**config.mk**
```make
export PLATFORM = sky130hd
export DESIGN_NAME = snd_dac_top
export DESIGN_NICKNAME = d
export VERILOG_FILES = /design/src/snd_dac_pkg.sv /design/src/snd_dac_top.sv /design/src/snd_mute_ctrl.sv /design/src/snd_sample_cond.sv /design/src/snd_sigma_delta.sv /design/src/snd_timebase.sv
export SDC_FILE = /design/constraint.sdc
export NUM_CORES = 1
export LEC_CHECK = 0
export BUFFER_PORTS_ARGS = -buffer_cell sky130_fd_sc_hd__buf_2
export CAP_MARGIN = 40
export CORE_MARGIN = 4
export CORE_UTILIZATION = 55
export CTS_CLUSTER_DIAMETER = 50
export DETAILED_ROUTE_END_ITERATION = 10
export PLACE_DENSITY = 0.72
export RECOVER_POWER = 100
export SKIP_CTS_REPAIR_TIMING = 1
export SLEW_MARGIN = 20
export SYNTH_ARGS = -nofsm -noshare
export SYNTH_HDL_FRONTEND = slang
export SYNTH_SLANG_ARGS = --single-unit
```
**constraint.sdc**
```tcl
create_clock -name clk_dac -period 5.1 [get_ports clk_dac]
set_clock_uncertainty 0.1 [all_clocks]
set_input_delay 1.02 -clock clk_dac [delete_from_list [all_inputs] [get_ports clk_dac]]
set_output_delay 1.02 -clock clk_dac [all_outputs]
set_load 0.1 [all_outputs]
```
**src/snd_dac_pkg.sv**
```systemverilog
package snd_dac_pkg;

    // Input sound sample width
    localparam int SND_W = 16;

    // Modulator input word, one guard bit above the padded sample
    localparam int PCM_W = 20;

    // Soft mute gain, 16 means unity
    localparam int GAIN_W = 5;
    localparam logic [GAIN_W-1:0] GAIN_MAX = 5'd16;

    // One sample word seen either as two's complement or as offset binary
    typedef union packed {
        logic signed [SND_W-1:0] tc;
        logic        [SND_W-1:0] ob;
    } snd_sample_u;

endpackage

```
**src/snd_dac_top.sv**
```systemverilog
`timescale 1ns/1ps

module snd_dac_top #(
    parameter bit          SIGNED_SND = 1'b1,
    parameter bit          STEREO     = 1'b1,
    parameter int unsigned CEN_DIV    = 4,
    parameter int unsigned RAMP_DIV   = 8
) (
    input  logic                          clk_dac,
    input  logic                          rst,
    input  logic [snd_dac_pkg::SND_W-1:0] snd_left_i,
    input  logic [snd_dac_pkg::SND_W-1:0] snd_right_i,
    input  logic                          mute_i,
    output logic                          snd_pwm_left_o,
    output logic                          snd_pwm_right_o,
    output logic                          snd_active_o
);

    logic                           cen;
    logic                           ramp_tick;
    logic [snd_dac_pkg::GAIN_W-1:0] gain;
    logic [snd_dac_pkg::PCM_W-1:0]  pcm_left;

    snd_timebase #(
        .CEN_DIV  ( CEN_DIV  ),
        .RAMP_DIV ( RAMP_DIV )
    ) u_timebase (
        .clk_dac     ( clk_dac   ),
        .rst         ( rst       ),
        .cen_o       ( cen       ),
        .ramp_tick_o ( ramp_tick )
    );

    // One gain shared by both channels
    snd_mute_ctrl u_mute_ctrl (
        .clk_dac      ( clk_dac      ),
        .rst          ( rst          ),
        .mute_i       ( mute_i       ),
        .ramp_tick_i  ( ramp_tick    ),
        .gain_o       ( gain         ),
        .snd_active_o ( snd_active_o )
    );

    snd_sample_cond #(
        .SIGNED_SND ( SIGNED_SND )
    ) u_cond_left (
        .clk_dac ( clk_dac    ),
        .rst     ( rst        ),
        .cen_i   ( cen        ),
        .snd_i   ( snd_left_i ),
        .gain_i  ( gain       ),
        .pcm_o   ( pcm_left   )
    );

    snd_sigma_delta u_sd_left (
        .clk_dac ( clk_dac        ),
        .rst     ( rst            ),
        .cen_i   ( cen            ),
        .pcm_i   ( pcm_left       ),
        .dac_o   ( snd_pwm_left_o )
    );

    if (STEREO) begin : g_stereo
        logic [snd_dac_pkg::PCM_W-1:0] pcm_right;

        snd_sample_cond #(
            .SIGNED_SND ( SIGNED_SND )
        ) u_cond_right (
            .clk_dac ( clk_dac     ),
            .rst     ( rst         ),
            .cen_i   ( cen         ),
            .snd_i   ( snd_right_i ),
            .gain_i  ( gain        ),
            .pcm_o   ( pcm_right   )
        );

        snd_sigma_delta u_sd_right (
            .clk_dac ( clk_dac         ),
            .rst     ( rst             ),
            .cen_i   ( cen             ),
            .pcm_i   ( pcm_right       ),
            .dac_o   ( snd_pwm_right_o )
        );
    end else begin : g_mono
        // Mono games drive both speakers from the left channel
        assign snd_pwm_right_o = snd_pwm_left_o;
    end

endmodule

```
**src/snd_mute_ctrl.sv**
```systemverilog
`timescale 1ns/1ps

module snd_mute_ctrl (
    input  logic                           clk_dac,
    input  logic                           rst,
    input  logic                           mute_i,
    input  logic                           ramp_tick_i,
    output logic [snd_dac_pkg::GAIN_W-1:0] gain_o,
    output logic                           snd_active_o
);

    typedef enum logic [1:0] {
        SILENT,
        RAMP_UP,
        PLAYING,
        RAMP_DOWN
    } state_t;

    state_t                         state_q;
    logic [snd_dac_pkg::GAIN_W-1:0] gain_q;
    logic [snd_dac_pkg::GAIN_W-1:0] gain_up;
    logic [snd_dac_pkg::GAIN_W-1:0] gain_dn;

    assign gain_up = gain_q + 1'b1;
    assign gain_dn = gain_q - 1'b1;

    assign gain_o       = gain_q;
    assign snd_active_o = (state_q == PLAYING);

    // Gain moves one step per ramp tick, direction follows mute_i
    always_ff @(posedge clk_dac or posedge rst) begin
        if (rst) begin
            state_q <= SILENT;
            gain_q  <= '0;
        end else if (ramp_tick_i) begin
            case (state_q)
                SILENT: begin
                    if (!mute_i) begin
                        gain_q  <= gain_up;
                        state_q <= (gain_up == snd_dac_pkg::GAIN_MAX) ? PLAYING : RAMP_UP;
                    end
                end
                PLAYING: begin
                    if (mute_i) begin
                        gain_q  <= gain_dn;
                        state_q <= (gain_dn == '0) ? SILENT : RAMP_DOWN;
                    end
                end
                default: begin
                    // Mid-ramp, a change of mute_i simply reverses the step
                    if (mute_i) begin
                        gain_q  <= gain_dn;
                        state_q <= (gain_dn == '0) ? SILENT : RAMP_DOWN;
                    end else begin
                        gain_q  <= gain_up;
                        state_q <= (gain_up == snd_dac_pkg::GAIN_MAX) ? PLAYING : RAMP_UP;
                    end
                end
            endcase
        end
    end

    a_gain_limit: assert property (
        @(posedge clk_dac) disable iff (rst) gain_q <= snd_dac_pkg::GAIN_MAX
    ) else $error("mute gain above unity");

    a_gain_on_tick: assert property (
        @(posedge clk_dac) disable iff (rst) !ramp_tick_i |=> $stable(gain_q)
    ) else $error("mute gain changed without a ramp tick");

endmodule

```
**src/snd_sample_cond.sv**
```systemverilog
`timescale 1ns/1ps

module snd_sample_cond #(
    parameter bit SIGNED_SND = 1'b1
) (
    input  logic                           clk_dac,
    input  logic                           rst,
    input  logic                           cen_i,
    input  logic [snd_dac_pkg::SND_W-1:0]  snd_i,
    input  logic [snd_dac_pkg::GAIN_W-1:0] gain_i,
    output logic [snd_dac_pkg::PCM_W-1:0]  pcm_o
);

    localparam int SND_W  = snd_dac_pkg::SND_W;
    localparam int PROD_W = SND_W + snd_dac_pkg::GAIN_W + 2;

    snd_dac_pkg::snd_sample_u  samp;
    logic [SND_W-1:0]          offset_w;
    logic signed [SND_W:0]     centred;
    logic signed [PROD_W-1:0]  product;
    logic signed [PROD_W-1:0]  scaled;
    logic [SND_W-1:0]          u_w;
    logic [snd_dac_pkg::PCM_W-1:0] pcm_q;

    always_comb begin
        samp = snd_i;
        // Offset binary form, top bit flipped for signed input
        offset_w = {samp.ob[SND_W-1] ^ SIGNED_SND, samp.ob[SND_W-2:0]};
        // Signed distance from midscale
        centred = $signed({1'b0, offset_w}) - 17'sd32768;
        product = centred * $signed({1'b0, gain_i});
        // Arithmetic shift floors towards minus infinity
        scaled = (product >>> 4) + PROD_W'(32768);
        u_w    = scaled[SND_W-1:0];
    end

    // Guard bit on top, three zero bits below
    always_ff @(posedge clk_dac or posedge rst) begin
        if (rst) begin
            pcm_q <= '0;
        end else if (cen_i) begin
            pcm_q <= {1'b0, u_w, 3'b000};
        end
    end

    assign pcm_o = pcm_q;

endmodule

```
**src/snd_sigma_delta.sv**
```systemverilog
`timescale 1ns/1ps

module snd_sigma_delta (
    input  logic                          clk_dac,
    input  logic                          rst,
    input  logic                          cen_i,
    input  logic [snd_dac_pkg::PCM_W-1:0] pcm_i,
    output logic                          dac_o
);

    localparam int PCM_W = snd_dac_pkg::PCM_W;

    logic [PCM_W-1:0] acc_q;
    logic [PCM_W:0]   sum;
    logic             dac_q;

    // Carry out of the accumulator is the one-bit output
    assign sum = {1'b0, acc_q} + {1'b0, pcm_i};

    always_ff @(posedge clk_dac or posedge rst) begin
        if (rst) begin
            acc_q <= '0;
            dac_q <= 1'b0;
        end else if (cen_i) begin
            acc_q <= sum[PCM_W-1:0];
            dac_q <= sum[PCM_W];
        end
    end

    assign dac_o = dac_q;

    // Guard bit clear keeps the one-density at or below half
    a_guard_clear: assert property (
        @(posedge clk_dac) disable iff (rst) cen_i |-> !pcm_i[PCM_W-1]
    ) else $error("PCM guard bit set at modulator input");

endmodule

```
**src/snd_timebase.sv**
```systemverilog
`timescale 1ns/1ps

module snd_timebase #(
    parameter int unsigned CEN_DIV  = 4,
    parameter int unsigned RAMP_DIV = 8
) (
    input  logic clk_dac,
    input  logic rst,
    output logic cen_o,
    output logic ramp_tick_o
);

    localparam int RCNT_W = (RAMP_DIV > 1) ? $clog2(RAMP_DIV) : 1;

    logic [CEN_DIV-1:0] ring_q;
    logic [RCNT_W-1:0]  rcnt_q;
    logic               ramp_last;

    // A single hot bit walks upwards and wraps into bit 0
    assign cen_o = ring_q[0];

    assign ramp_last   = (rcnt_q == RCNT_W'(RAMP_DIV - 1));
    assign ramp_tick_o = cen_o & ramp_last;

    // Starting at bit 1 puts the first strobe CEN_DIV-1 clocks after reset
    always_ff @(posedge clk_dac or posedge rst) begin
        if (rst) begin
            ring_q <= CEN_DIV'(2);
        end else begin
            ring_q <= {ring_q[CEN_DIV-2:0], ring_q[CEN_DIV-1]};
        end
    end

    // Counts enables within one gain step
    always_ff @(posedge clk_dac or posedge rst) begin
        if (rst) begin
            rcnt_q <= '0;
        end else if (cen_o) begin
            if (ramp_last) begin
                rcnt_q <= '0;
            end else begin
                rcnt_q <= rcnt_q + 1'b1;
            end
        end
    end

    if (CEN_DIV < 2) begin : g_bad_div
        $error("snd_timebase needs CEN_DIV of at least 2");
    end

    a_ring_onehot: assert property (
        @(posedge clk_dac) disable iff (rst) $onehot(ring_q)
    ) else $error("cen ring lost its single hot bit");

endmodule

```
Word level (Yosys, flattened, before mapping)
Index checks and enable logic that the tools add are counted.
- $lt $le $gt $ge: 0
- $add $sub $neg: 9
- shifts and indexed selects: 0
- bitwise logic cells: 3
- mux-type cells: 11
- equality and inequality tests: 5
- reduce and logical (&&, ||, !) cells: 3
- $mul: 2
- divide/modulo/power cells: 0
- operator list (operator ; count):
    $add 20x19->21 ; 2
    $mul 17x6->20 ; 2
    $sub 16x16->17 const B ; 2
    $add 16x16->16 const B ; 2
    $mux 5 ; 3
    $mux 2 ; 5
    $pmux 5 s2 ; 1
    $add 5x1->5 const B ; 1
    $eq 5x5->1 const B ; 1
    $logic_not 5->1 ; 1
    $sub 5x1->5 const B ; 1
    $ne 2x2->1 const B ; 2
    $pmux 2 s2 ; 1
    $add 3x1->3 const B ; 1
    $eq 3x3->1 const B ; 1
    $mux 3 ; 1
    $reduce_and 3->1 ; 1
    $eq 2x2->1 const B ; 1
    $logic_not 2->1 ; 1
    $not 1->1 ; 2
    $and 1x1->1 ; 1
- register bits after elaboration: 88
- memories: 0
- output and inout bits: 3
- ROM bits: 0
- bits in latches: 0
- RAM bits: 0
- input bits: 35

Depth between registers and ports, before layout
Gate-level depths: netlist of run 1.
- depth in word-level cells: 5
- gate-level depth with buffers: 17
- mapped depth without buffers: 15

Cells and area by module
Synthesis of run 1 repeated with hierarchy kept, for this count alone.
- cell total of the unflattened synthesis: 1195
- area total of the unflattened synthesis: 10959.3 um^2
- modules (own cells, without submodules) (module ; instances ; cells each ; area an instance (um^2) ; sequential area each (um^2)):
    snd_sample_cond (u_cond_left) ; 1 ; 390 ; 3473.3 ; 400.4
    snd_sample_cond (g_stereo.u_cond_right) ; 1 ; 361 ; 3268.1 ; 400.4
    snd_sigma_delta (g_stereo.u_sd_right) ; 1 ; 202 ; 1800.5 ; 525.5
    snd_sigma_delta (u_sd_left) ; 1 ; 173 ; 1667.8 ; 525.5
    snd_mute_ctrl ; 1 ; 54 ; 499.2 ; 175.2
    snd_timebase ; 1 ; 15 ; 250.2 ; 176.4

Worst setup path before layout of run 1
No wires, ideal clock.
- path kind: input to register
- start: input snd_left_i[3] (netlist name)
- end: register u_cond_left.pcm_q, in the netlist u_cond_left.pcm_o[17]
- data required time: 4.875 ns
- path slack: 0.424 ns
- stages: 14
- arrival time: 4.451 ns
- library setup time: 0.125 ns
- path through: and2_1 > fa_1 > inv_1 > fa_1 > fa_1 > inv_1 > ha_1 > nand4_1 > o21ai_1 > a2111oi_4 > o31ai_2 > a211oi_2 > xnor2_1 > mux2_2
- cells in the longest elaborated chain, start to end: 3
- ends and longest elaborated chain (item ; RTL line ; source):
    start: declaration ; snd_dac_top.sv:11 ; input logic [snd_dac_pkg::SND_W-1:0] snd_left_i,
    $sub 16x16->17 ; snd_sample_cond.sv:30 ; centred = $signed({1'b0, offset_w}) - 17'sd32768;
    $mul 17x6->20 ; snd_sample_cond.sv:31 ; product = centred * $signed({1'b0, gain_i});
    $add 16x16->16 ; snd_sample_cond.sv:33 ; scaled = (product >>> 4) + PROD_W'(32768);
    end signal: assignment ; snd_sample_cond.sv:42 ; pcm_q <= {1'b0, u_w, 3'b000};
    end: declaration ; snd_sample_cond.sv:23 ; logic [snd_dac_pkg::PCM_W-1:0] pcm_q;
No other way between the ends.
A chain may end at the register's enable or synchronous reset.

Final worst setup path of run 1
- start: register u_mute_ctrl.gain_q, in the netlist u_mute_ctrl.gain_o[2]
- end: register u_cond_left.pcm_q, in the netlist u_cond_left.pcm_o[18]
- cells in the longest elaborated chain, start to end: 2
- ends and longest elaborated chain (item ; RTL line ; source):
    start: declaration ; snd_mute_ctrl.sv:20 ; logic [snd_dac_pkg::GAIN_W-1:0] gain_q;
    start signal: assignment ; snd_mute_ctrl.sv:39 ; gain_q <= gain_up;
    start signal: assignment ; snd_mute_ctrl.sv:45 ; gain_q <= gain_dn;
    start signal: assignment ; snd_mute_ctrl.sv:52 ; gain_q <= gain_dn;
    $mul 17x6->20 ; snd_sample_cond.sv:31 ;
    $add 16x16->16 ; snd_sample_cond.sv:33 ;
No other way between the ends.

==> results of run 1 <==
-- kinds of logic (layout without fill, tap and decap cells) --
group | count (synthesis) | after routing | share of synthesized area [%]
flip-flops | 82 | 82 | 20.35
AND/OR/NAND/NOR | 320 | 320 | 17.09
XOR/XNOR | 58 | 58 | 5.036
multiplexers | 44 | 44 | 4.862
adder cells (fa/ha/maj) | 197 | 197 | 31.43
AO/OA/AOI/OAI | 200 | 200 | 13.48
buffers and inverters | 205 | 245 | 7.740
-- Yosys cell counts (6+ instances only) --
| master | instances | area (um^2) |
|---|---|---|
| a211oi_1 | 7 | 52.55 |
| a21o_1 | 28 | 210.2 |
| a21oi_1 | 55 | 275.3 |
| and2_1 | 145 | 907.1 |
| clkbuf_1 | 26 | 97.59 |
| dfrtp_1 | 81 | 2027 |
| fa_1 | 94 | 1882 |
| ha_1 | 103 | 1289 |
| inv_1 | 173 | 649.4 |
| mux2_2 | 40 | 450.4 |
| nand2_1 | 59 | 221.5 |
| nand3_1 | 13 | 65.06 |
| nand4_1 | 9 | 56.30 |
| nor2_1 | 45 | 168.9 |
| nor2b_1 | 10 | 62.56 |
| nor3_1 | 23 | 115.1 |
| o21a_1 | 21 | 157.7 |
| o21ai_0 | 27 | 135.1 |
| o21ai_1 | 6 | 30.03 |
| o31ai_1 | 9 | 67.56 |
| xnor2_1 | 42 | 367.9 |
| xor2_1 | 16 | 140.1 |
-- critical path: stages, from the launching register on --
cell	delay (ps)
dfrtp_1	730
clkbuf_2	370
and2_0	210
fa_1	430
ha_1	230
fa_1	510
fa_1	500
a211oi_1	290
o21ai_0	180
a21oi_1	260
o211ai_1	210
a311oi_1	340
xnor2_1	150
a21oi_1	80
-- metrics by stage --
stage / total power, mW / cell area [um^2] / hold WS [ps]
3_5_place_dp: 0.7032 / 10570 / 234.7
4_1_cts: 1.337 / 10860 / 249.1
6_report: 1.316 / 10820 / 247.8
5_1_grt: 1.370 / 10820 / 259.5
3_3_place_gp: 0.7021 / 10570 / 232.3
2_1_floorplan: 0.6727 / 10090 / 231.2
-- sequential cells by signal, indices dropped and copies added, names as in the netlist --
signal,cells
g_stereo.u_cond_right.pcm_o,16
u_mute_ctrl.gain_o,5
u_mute_ctrl.state_q,2
u_sd_left.acc_q,17
g_stereo.u_sd_right.dac_o,1
u_cond_left.pcm_o,16
u_timebase.ring_q,4
u_timebase.rcnt_q,3
u_sd_left.dac_o,1
g_stereo.u_sd_right.acc_q,17
-- layer usage --
layer	GRT usage [%]	wire length, um	vias to the layer above	part of all wire (%)
li1	-	-	3715	-
met1	30.64	10200	3550	51
met2	32.64	9054	124	45
met3	2.729	626	9	3.1
met4	3.370	117	0	0.59
met5	0	0	-	0
-- worst min path at each step --
stage / endpoint / slack, ps / cells after the start
finish: u_timebase.ring_q[3] / 250 / 0
global placement: u_timebase.ring_q[3] / 230 / 0
global route: u_timebase.ring_q[3] / 260 / 0
floorplan: u_timebase.ring_q[0] / 230 / 0
CTS: u_timebase.ring_q[3] / 250 / 0
detailed placement: u_timebase.ring_q[3] / 230 / 0
-- cell type report --
type                            count  area [um^2]
Timing Repair Buffer               56        302.8
Sequential cell                    82         2053
Multi-Input combinational cell    819         7233
Clock inverter                      4        35.03
Clock buffer                       11        252.7
Inverter                          174        654.4
Tap cell                          229        286.5
Fill cell                        1604         7207
-- where the power goes --
group | leakage, nW | total, mW | switching [mW] | internal (mW)
Clock | 0.142 | 0.627 | 0.269 | 0.358
Sequential | 1.10 | 0.650 | 0 | 0.650
Combinational | 4.45 | 0.0390 | 0.0287 | 0.0103
==> results_dict.tcl, run 1 <==
set metrics [dict create \
    run_status "completed" \
    number_of_buffers_added_on_ports 37 \
    hpwlAfterDp_um 15980 \
    r2r_cells 13 \
    avgSynthCellArea_um2 9.120 \
    regToRegEndpoint "u_cond_left.pcm_o[18]" \
    hold_start "u_timebase.ring_q[2]" \
    first_pass_iters 5 \
    synth.yosys.warnings 0 \
    finalHoldViolations 0 \
    maxClockFrequency_mhz 211.4 \
    crit_start "u_mute_ctrl.gain_o[2]" \
    area_delta_synth_final_pct 7.244 \
    postRouteAntennaNets 0 \
    synthCells 1106 \
    synthesis_stage_register_bit_count 82 \
    detail_route.vias_per_cell 5.380 \
    wl_um 20000 \
    clk-insertion-delay-late_ps 340 \
    antenna_cells 0 \
    worstReg2RegStart "u_mute_ctrl.gain_o[2]" \
    post-route-drc-count 0 \
    synth-edff-count 0 \
    drv.max_cap_violation_count 0 \
    cts_inserted_buffers 9 \
    grt_pass1_wl_um 34750 \
    rsz0062_at_grt "no" \
    io_pins 38 \
    numPlacedInstances 1359 \
    cp.arrival_ps 4820 \
    tns_ps 0 \
    post-route-util_pct 60.02 \
    ys_dominant_reg_cell "dfrtp_1" \
    clock_tree_from_tritoncts "built" \
    critical_path.endpoint "u_cond_left.pcm_o[18]" \
    mostFrequentLayoutCell "inv_1" \
    worst_setup_path_type "register to register" \
    fin_nets 1374 \
    post_route_cells_drive_above_1_share_pct 9.860 \
    cts_htree_levels 3 \
    reg2reg_setup_slack_ps 370 \
    clkTransAtPathRegs_ps 60 \
    chip_width_um 143.4 \
    timing.critical_path.from_type "register" \
    layout_common_cells "inv_1, and2_1, ha_1, fa_1, dfrtp_1" \
    ys_seq_area_share_pct 20.35 \
    leakage_nw 5.688 \
    cts.root.buffer_cell "clkbuf_16" \
    global_route.usage.total_pct 20.50 \
    post-route-worst-setup-slack_ps 370.4 \
    slew_headroom_pct 8.260 \
    required_time_of_the_critical_path_ps 5190 \
    floorplan.core_area_mm2 0.01802 \
    ir_drop_uv 155.1 \
    netlist-cell-type-count 62 \
    globalRouteOverflowTotal 0 \
    post-route-min-period_ps 4730 \
    min-delay-path-class "register to register" \
    grt_antenna_before_repair 0 \
    synth_async_sr_flop_share_pct 100.0 \
    detailroute.via_count 7398 \
    netlist_area_mm2 0.01009 \
    die_height_um 143.4 \
    final_min_period_over_clock_period_pct 92.74 \
    timing.final.max_slew_violations 0 \
    detailedRoute.firstIterationViolations 440 \
    globalplace.congestion 0.8832 \
    stdcell_count 1375 \
    first_global_vias 7294 \
    cts-root-to-sink-buffers 2 \
    critPathMaxFanout 19 \
    synthesis.nets 1338 \
    setup_violations 0 \
    endpoint_kind "register" \
    detailedPlace.worstSlack_ps 38.24 \
    power-per-cell-area_mw_per_mm2 121.7 \
    post_drt_wl_per_cell_um 14.54 \
    grt_start_max_net_pins 66 \
    die_area_mm2 0.02057 \
    worst_pin_slew_ps 1376 \
    num_rows 49 \
    tritoncts_num_sinks 82 \
    start_util_pct 55.96 \
]
No activity file was read; power rests on OpenSTA's default activity.
==> inputs of run 2 (changes only) <==
Clock period 5.1 ns to 5.3 ns, I/O delays scaled along.
==> run 2 against run 1 <==
Compared with the run above: the flow now finishes with violations (capacitance limit, slew limit); die area stayed put; register-to-register slack better by 220 ps; largest cell class unchanged; global-route usage is 0.55 points higher; critical path type is now input pin to register.
==> results_dict.tcl, run 2 (synthesized netlist as in run 1, its figures left out) <==
set metrics [dict create \
    final_min_period_over_clock_period_pct 91.10 \
    maxClockFrequency_mhz 207.1 \
    die_area_mm2 0.02057 \
    die_height_um 143.4 \
    grt_pass1_wl_um 35490 \
    run_status "finished, violations left" \
    power-per-cell-area_mw_per_mm2 126.4 \
    clock_tree_from_tritoncts "built" \
    wl_um 20200 \
    placement.cell_area_mm2 0.01057 \
    global_route.usage.total_pct 21.05 \
    cp.arrival_ps 4960 \
    cts_inserted_buffers 9 \
    floorplan.core_area_mm2 0.01802 \
    required_time_of_the_critical_path_ps 5430 \
    min-delay-path-class "register to register" \
    largest_registers "g_stereo.u_sd_right.acc_q (17), u_sd_left.acc_q (17)" \
    final.hold.worst_slack_ps 250.2 \
    globalRouteOverflowTotal 0 \
    grt_start_max_net_pins 57 \
    worst_pin_slew_ps 2240 \
    timing.final.max_slew_violations 46 \
    slew_headroom_pct -49.35 \
    chip_width_um 143.4 \
    rsz0062_at_grt "no" \
    cts-root-to-sink-buffers 2 \
    finalHoldViolations 0 \
    detailedRoute.firstIterationViolations 348 \
    cts.root.buffer_cell "clkbuf_16" \
    io_pins 38 \
    postRouteAntennaNets 0 \
    first_global_vias 7490 \
    number_of_buffers_added_on_ports 37 \
    endpoint_kind "register" \
    leakage_nw 5.710 \
    globalplace.congestion 0.8761 \
    finish.instance_area_mm2 0.01088 \
    mostFrequentLayoutCell "inv_1" \
    violations "capacitance limit, slew limit" \
    cts_htree_levels 3 \
    post_route_cells_drive_above_1_share_pct 9.790 \
    detailroute.via_count 7425 \
    fin_nets 1371 \
    timing.critical_path.from_type "input pin" \
    post-route-min-period_ps 4828 \
    tritoncts_num_sinks 82 \
    detail_route.vias_per_cell 5.408 \
    start_util_pct 55.96 \
    post_drt_wl_per_cell_um 14.71 \
    antenna_cells 0 \
    tns_ps 0 \
    num_rows 49 \
    first_pass_iters 4 \
    clk-insertion-delay-late_ps 340 \
    drv.max_cap_violation_count 1 \
    grt_antenna_before_repair 0 \
    hpwlAfterDp_um 16170 \
    post-route-drc-count 0 \
    area_delta_synth_final_pct 7.827 \
    layout_common_cells "inv_1, and2_1, ha_1, fa_1, dfrtp_1" \
    setup_violations 0 \
    ir_drop_uv 168.6 \
    p_total_mw 1.374 \
    clkTransAtPathRegs_ps 60 \
    critPathMaxFanout 5 \
    worst_setup_path_type "input pin to register" \
]
-- run 2: changes by cell type in the layout (fill, tap and decap cells not counted), moves of 2 or more --
cell / change
and2_0: -3
and2_1: +3
clkinv_4: -3
buf_4: -2
bufinv_16: +2
clkbuf_2: -2
-- run 2: worst paths after layout --
| path | slack (ps) | cells past startpoint | startpoint | endpoint |
|---|---|---|---|---|
| worst min-delay path | 250 | 0 | u_timebase.ring_q[3] | u_timebase.ring_q[0] |
| max in group asynchronous | 2390 | 3 | rst | u_cond_left.pcm_o[11] |
| min in group asynchronous | 860 | 2 | rst | g_stereo.u_sd_right.acc_q[14] |
| worst max-delay path | 470 | 15 | snd_right_i[5] | g_stereo.u_cond_right.pcm_o[14] |
| worst max register to register | 590 | 15 | u_mute_ctrl.gain_o[2] | g_stereo.u_cond_right.pcm_o[14] |
| worst min register to register | 250 | 0 | u_timebase.ring_q[3] | u_timebase.ring_q[0] |
-- run 2: area by class of cell --
type	count	area, um^2
well taps	229	286.5
fillers	1596	7148
flip-flops and latches	82	2053
clock inverters	6	96.34
repair buffers	53	309.0
multi-input cells	819	7238
inverters	174	654.4
clock buffers	10	239.0
-- run 2: layer usage --
| layer | share of wire (%) | GRT usage, % | vias to the layer above |
|---|---|---|---|
| met5 | 0 | 0 | - |
| met1 | 51 | 31.73 | 3587 |
| li1 | - | - | 3714 |
| met3 | 3.2 | 2.496 | 16 |
| met4 | 1.2 | 5.005 | 0 |
| met2 | 45 | 32.61 | 108 |
-- run 2: critical path, cell delays in order --
cell,delay [ps]
clkbuf_1,140
and2_0,210
fa_1,530
inv_1,50
fa_1,480
fa_1,490
inv_1,40
ha_1,350
a21o_1,200
a21oi_1,210
o21ai_0,240
o311a_1,410
o21ai_0,210
nand3_1,100
a31o_2,230
-- run 2: where the power goes --
part | internal, mW | total, mW | switching, mW
sequential | 0.626 | 0.626 | 0
clock | 0.433 | 0.712 | 0.279
combinational | 0.00975 | 0.0365 | 0.0267
-- run 2: metrics by stage --
stage | setup WS [ps] | instances | util (%)
finish | 471.8 | 1373 | 60.34
global route | 235.7 | 1373 | 60.34
CTS | 535.0 | 1373 | 60.52
detailed placement | 169.2 | 1357 | 58.66
global placement | 260.7 | 1356 | 58.51
floorplan | 584.5 | 1106 | -
